$ cat config.mk
export PLATFORM = sky130hd
export DESIGN_NAME = decode_unit_flat
export DESIGN_NICKNAME = d
export VERILOG_FILES = /design/src/rtl/cpu_pkg.sv /design/src/rtl/pipe_if.sv /design/src/rtl/decode_unit.sv /design/src/flat_wrapper.sv
export SDC_FILE = /design/constraint.sdc
export NUM_CORES = 2
export LEC_CHECK = 0
export BUFFER_PORTS_ARGS = -buffer_cell sky130_fd_sc_hd__buf_2
export CORE_UTILIZATION = 41
export CTS_BUF_LIST = sky130_fd_sc_hd__clkbuf_8
export CTS_CLUSTER_DIAMETER = 100
export DETAILED_ROUTE_END_ITERATION = 6
export SLEW_MARGIN = 40
export SYNTH_ARGS = -nofsm -noshare
export SYNTH_HDL_FRONTEND = slang
export SYNTH_SLANG_ARGS = --single-unit
$ cat constraint.sdc
create_clock -name clock -period 3.4 [get_ports clock]
set_input_delay 0.34 -clock clock [delete_from_list [all_inputs] [get_ports clock]]
set_output_delay 0.34 -clock clock [all_outputs]
set_load 0.02 [all_outputs]
$ cat src/rtl/cpu_pkg.sv
`default_nettype none

package cpu_pkg;

	typedef logic [31:0] word_t;
	typedef logic [4:0]  reg_addr_t;
	typedef logic [7:0]  imem_addr_t;
	typedef logic [7:0]  dmem_addr_t;
	typedef logic [4:0]  opcode_t;
	typedef logic [4:0]  alu_op_t;

	// Instruction field positions
	localparam int OP_HI     = 31;
	localparam int OP_LO     = 27;
	localparam int RD_HI     = 26;
	localparam int RD_LO     = 22;
	localparam int RS_HI     = 21;
	localparam int RS_LO     = 17;
	localparam int RT_HI     = 16;
	localparam int RT_LO     = 12;
	localparam int SHAMT_HI  = 11;
	localparam int SHAMT_LO  = 7;
	localparam int ALU_HI    = 6;
	localparam int ALU_LO    = 2;
	localparam int IMM_HI    = 16;
	localparam int IMM_LO    = 0;
	localparam int TARGET_HI = 26;
	localparam int TARGET_LO = 0;

	// Major opcodes
	localparam opcode_t OP_RTYPE = 5'd0;
	localparam opcode_t OP_J     = 5'd1;
	localparam opcode_t OP_BNE   = 5'd2;
	localparam opcode_t OP_ADDI  = 5'd5;
	localparam opcode_t OP_SW    = 5'd7;
	localparam opcode_t OP_LW    = 5'd8;

	// R-type ALU operations
	localparam alu_op_t ALU_ADD = 5'd0;
	localparam alu_op_t ALU_SUB = 5'd1;
	localparam alu_op_t ALU_AND = 5'd2;
	localparam alu_op_t ALU_OR  = 5'd3;
	localparam alu_op_t ALU_SLL = 5'd4;
	localparam alu_op_t ALU_SRA = 5'd5;

endpackage

`default_nettype wire

$ cat src/rtl/pipe_if.sv
`timescale 1ns/1ps
`default_nettype none

// One pipeline latch as seen by the stage after it
interface pipe_if;

	cpu_pkg::word_t pc;
	cpu_pkg::word_t ir;
	cpu_pkg::word_t a;
	cpu_pkg::word_t b;

	modport source (
		output pc, ir, a, b
	);

	modport sink (
		input pc, ir, a, b
	);

endinterface

`default_nettype wire

$ cat src/rtl/decode_unit.sv
`timescale 1ns/1ps
`default_nettype none

module decode_unit (
	input  wire                     clock,
	input  wire                     reset,
	input  wire                     wb_en,
	input  wire cpu_pkg::reg_addr_t wb_reg,
	input  wire cpu_pkg::word_t     wb_data,
	pipe_if.sink                    fd,
	pipe_if.source                  dx
);

	cpu_pkg::word_t     regs [32];
	cpu_pkg::opcode_t   opcode;
	cpu_pkg::reg_addr_t read_a;
	cpu_pkg::reg_addr_t read_b;
	cpu_pkg::word_t     data_a;
	cpu_pkg::word_t     data_b;

	// r0 is hardwired and a same-cycle write is passed straight through
	function automatic cpu_pkg::word_t read_port(input cpu_pkg::reg_addr_t addr);
		if (addr == '0)
			return '0;
		if (wb_en && wb_reg == addr)
			return wb_data;
		return regs[addr];
	endfunction

	assign opcode = fd.ir[cpu_pkg::OP_HI:cpu_pkg::OP_LO];
	assign read_a = fd.ir[cpu_pkg::RS_HI:cpu_pkg::RS_LO];

	// Stores and branches carry their second source in the rd slot
	assign read_b = (opcode == cpu_pkg::OP_SW || opcode == cpu_pkg::OP_BNE)
		? fd.ir[cpu_pkg::RD_HI:cpu_pkg::RD_LO]
		: fd.ir[cpu_pkg::RT_HI:cpu_pkg::RT_LO];

	always_comb begin
		data_a = read_port(read_a);
		data_b = read_port(read_b);
	end

	//////////////////////////////////////////////////////////////////////
	// Register file
	always_ff @(posedge clock) begin
		if (reset) begin
			for (int i = 0; i < 32; i++)
				regs[i] <= '0;
		end else if (wb_en) begin
			regs[wb_reg] <= wb_data;
		end
	end

	//////////////////////////////////////////////////////////////////////
	// Decode/execute latch
	always_ff @(posedge clock) begin
		dx.pc <= fd.pc;
		dx.a  <= data_a;
		dx.b  <= data_b;
		if (reset)
			dx.ir <= '0;
		else
			dx.ir <= fd.ir;
	end

endmodule

`default_nettype wire

$ cat src/flat_wrapper.sv
// flat-port wrapper written by rule: the top's interface ports become plain ports
module decode_unit_flat 
  (clock, reset, wb_en, wb_reg, wb_data, fd_pc, fd_ir, fd_a, fd_b, dx_pc, dx_ir, dx_a, dx_b);
  pipe_if fd_i ();
  pipe_if dx_i ();
  input  wire clock;
  input  wire reset;
  input  wire wb_en;
  input  wire cpu_pkg::reg_addr_t wb_reg;
  input  wire cpu_pkg::word_t wb_data;
  input wire logic [$bits(fd_i.pc)-1:0] fd_pc;
  input wire logic [$bits(fd_i.ir)-1:0] fd_ir;
  input wire logic [$bits(fd_i.a)-1:0] fd_a;
  input wire logic [$bits(fd_i.b)-1:0] fd_b;
  output wire logic [$bits(dx_i.pc)-1:0] dx_pc;
  output wire logic [$bits(dx_i.ir)-1:0] dx_ir;
  output wire logic [$bits(dx_i.a)-1:0] dx_a;
  output wire logic [$bits(dx_i.b)-1:0] dx_b;
  assign fd_i.pc = fd_pc;
  assign fd_i.ir = fd_ir;
  assign fd_i.a = fd_a;
  assign fd_i.b = fd_b;
  assign dx_pc = dx_i.pc;
  assign dx_ir = dx_i.ir;
  assign dx_a = dx_i.a;
  assign dx_b = dx_i.b;
  decode_unit u_core (.clock(clock), .reset(reset), .wb_en(wb_en), .wb_reg(wb_reg), .wb_data(wb_data), .fd(fd_i), .dx(dx_i));
endmodule
==> summary.md <==
| Metric | Value |
|---|---|
| Synth Instances | 4,167 |
| Placement Rows | 138 |
| Slew @ Worst Pin | 0.925 ns |
| Largest family of logic cells by synthesized area | multiplexers |
| Post-synth EDFFs | around 1,000 |
| GRT overflow | 0 |
| Clock-pin slew on the worst setup and hold paths | 0.06 ns |
| Largest net degree at the start of global routing | 66 |
| Via count | 41,900 |
| DRC | 1 |
| Syn nets | 4,335 |
| Port Buffers | 231 |
| PD cells | 498 nW/um2 |
| Fin. Hold Viols | 0 |
| Post-synthesis mux area share | 20.6% |
| Min-Delay Path Class | in -> reg |
| Initial antenna violation count | 25 |
| Post-synthesis xor/xnor area fraction | 0.145% |
| Seq/Total Area, Yosys | a little under three fifths |
| Top cells by area, synth | edfxtp_1 53%, mux4_2 14%, and2_1 11% |
| Clock sinks | 1,152 |
| DIE HEIGHT | 380 um |
| Clk buf depth | 3 |
| Global-route wire length before repair | 318,000 um |
| Max Freq | ~320 MHz |
| Post-Route WL | 233,000 um |
| Minimum clock period | 3.16 ns |
| Core Area | 142,000 um2 |
| Starting density of the core | about two fifths |
| CTS tree | built |
| Slew margin rel. | 38.3% |
| Global Route Usage Sum | 31.7% |
| Tot Pwr | 34.4 mW |
| Place WS | 0.0204 ns |
| Largest fanout on the critical path | 11 |
| Req. time, crit path | 4.21 ns |
| Total leakage power | 25.6 nW |
| Via density | 6.29 |
| Mapped Area | 58,500 um2 |
| Layout fillers | 12,200 |
| Leading cell type in the layout, fill and taps excluded | and2_1 |
| Setup TNS | 0 ns |
| Final setup viols | 0 |
| Most frequent cells in the layout | 1,026 x and2_1, 1,024 x edfxtp_1, 399 x mux2i_1, 356 x mux4_2 |
| Tcrit/Tclk final | 92.8% |
| Worst VDD drop | ~0.38 mV |
| Unrepaired setup endpoints after global routing | false |
| Detailed Place HPWL | 134,000 um |
| Top_reg_cell synth | edfxtp_1 |
| CTS H-Tree Depth | 4 |
| CTS Buf Count | 199 |
| Seq cells post-synth | 1,152 |
| Post-synthesis compound-gate area fraction | 5.23% |
| Simple-gate share of the synthesized area | 13.9% |
| ANT nets after route | 0 |
| RePlAce Congestion | 0.882 |
| Max-cap violations | 0 |
| Post-synth top area cell | edfxtp_1 |
| Yosys warning count | 0 |
| Clk Latency, worst-skew pair | around 0.95 ns |
| Failing checks | DRC |
| Arr. time, crit path | 3.96 ns |
| Critical path capture point type | register |
| DR iter-0 viols | 6,740 |
| Adder-cell share of the synthesized area | 0% |
| Critical path launch point type | input port |
| P&R area growth vs syn | 18.2% |
| Async SR Flop Fraction | 0% |
| Worst Setup Slack, final | ~0.24 ns |
| Final Max Slew Viols | 0 |
| DIE AREA | approximately 140,000 um2 |
| Skew final | slightly below 0.06 ns |
| Distinct cells, synth | 56 |
| Resized Gates After CTS | 0 |
| Drt first pass iters | 7 |
| CTS root buf | clkbuf_8 |
| Chip Width | about 380 um |
| I/O pin total | 296 |
| Post-synth top area share | a little over half |
| Vias in the first global route | ~41,000 |
| WS Path Type | in -> reg |
| Nets | 4,762 |
| Fraction of layout cells with a size suffix above 1 | 25.3% |
| Status | finished with violations |
| Wire per inst | 34.9 um |
| Syn avg cell area | 14.0 um2 |
final cells by class:
cell class | count | area (um2) | area share [%]
clock inverter | 145 | 841 | 1.22
tap | 1890 | 2360 | 3.42
timing repair buffer | 650 | 5670 | 8.19
inverter | 16 | 60.1 | 0.0868
clock buffer | 226 | 3110 | 4.50
sequential | 1152 | 33300 | 48.2
multi-input combinational | 2575 | 23800 | 34.4
antenna | 7 | 17.5 | 0.0253
Yosys cell counts, types with 2 or more instances:
cell       count
and2_1      1026
edfxtp_1    1024
mux2i_1      401
mux4_2       356
clkbuf_1     311
dfxtp_1      128
o22ai_1      108
nand2_1       80
nor2_1        80
o21ai_0       62
nor4_1        54
o221ai_1      48
buf_2         41
nand3_1       37
a211oi_1      35
or2_2         35
buf_1         34
a21oi_1       32
buf_4         32
o31ai_1       32
a221oi_1      28
nor2b_1       28
a21o_1        25
a22o_1        19
inv_1         16
a31oi_1       14
a2111oi_0     13
nor3_1        11
o211ai_1       8
buf_6          6
a32oi_1        4
and3_1         4
xor2_1         4
nand2b_1       3
o311ai_0       3
or3_1          3
a41oi_1        2
xnor2_1        2
flip-flops by register name, indices dropped and copies added, names as in the netlist:
signal / flops
u_core.dx.b: 32
u_core.dx.pc: 32
u_core.dx.ir: 32
u_core.dx.a: 32
u_core.regs: 1024
critical path, stage by stage:
cell	delay, ns
dlygate4sd3_1	0.54
buf_2	0.17
xnor2_2	0.47
nand2_1	0.33
buf_4	0.27
mux2i_4	0.67
buf_4	0.46
a22o_1	0.20
nor4_1	0.07
o31ai_1	0.43
cells by family after synthesis:
family | count (synthesis)
AOI/OAI and AO/OA | 438
and+or+nand+nor | 1371
muxes | 758
buffers and inverters | 440
DFF | 1152
xor gates and xnor gates | 8
report_power, final:
group          switching, mW  internal, mW
Sequential             0.487          16.3
Combinational           2.96          1.99
Clock                   6.14          6.56
Total                   9.59          24.8
metrics by stage:
stage               cell area [um2]  hold WS, ns  instances  utilization (%)
detailed placement            63600        0.444       6129             44.9
global route                  69100       0.0501       6655             48.8
floorplan                     58500        0.368       4167                -
global placement              63600        0.442       6129             44.9
finish                        69200       0.0514       6661             48.8
CTS                           69100       0.0353       6654             48.8
path summary, 6_finish.rpt:
path,cells past startpoint,slack (ns),endpoint,from
max reg2reg,4,1.33,u_core.dx.a[8],u_core.regs[28][8]
min reg2reg,4,0.78,u_core.dx.b[15],u_core.regs[19][15]
max,10,0.24,u_core.dx.b[0],fd_ir[27]
min,3,0.05,u_core.dx.ir[19],fd_ir[19]
layer usage:
metal	part of all wire [%]	up-vias	GRT usage [%]
li1	-	16700	-
met5	0.012	-	0
met2	44	3254	47.8
met3	13	707	8.30
met1	37	21200	42.2
met4	5.6	4	16.3
what timing repair did:
action	CTS	global route
setup buffers	0	0
hold endpoints to repair	553	0
hold buffers	154	0
setup endpoints to repair	0	0
Power figures use the tool's default switching activity.
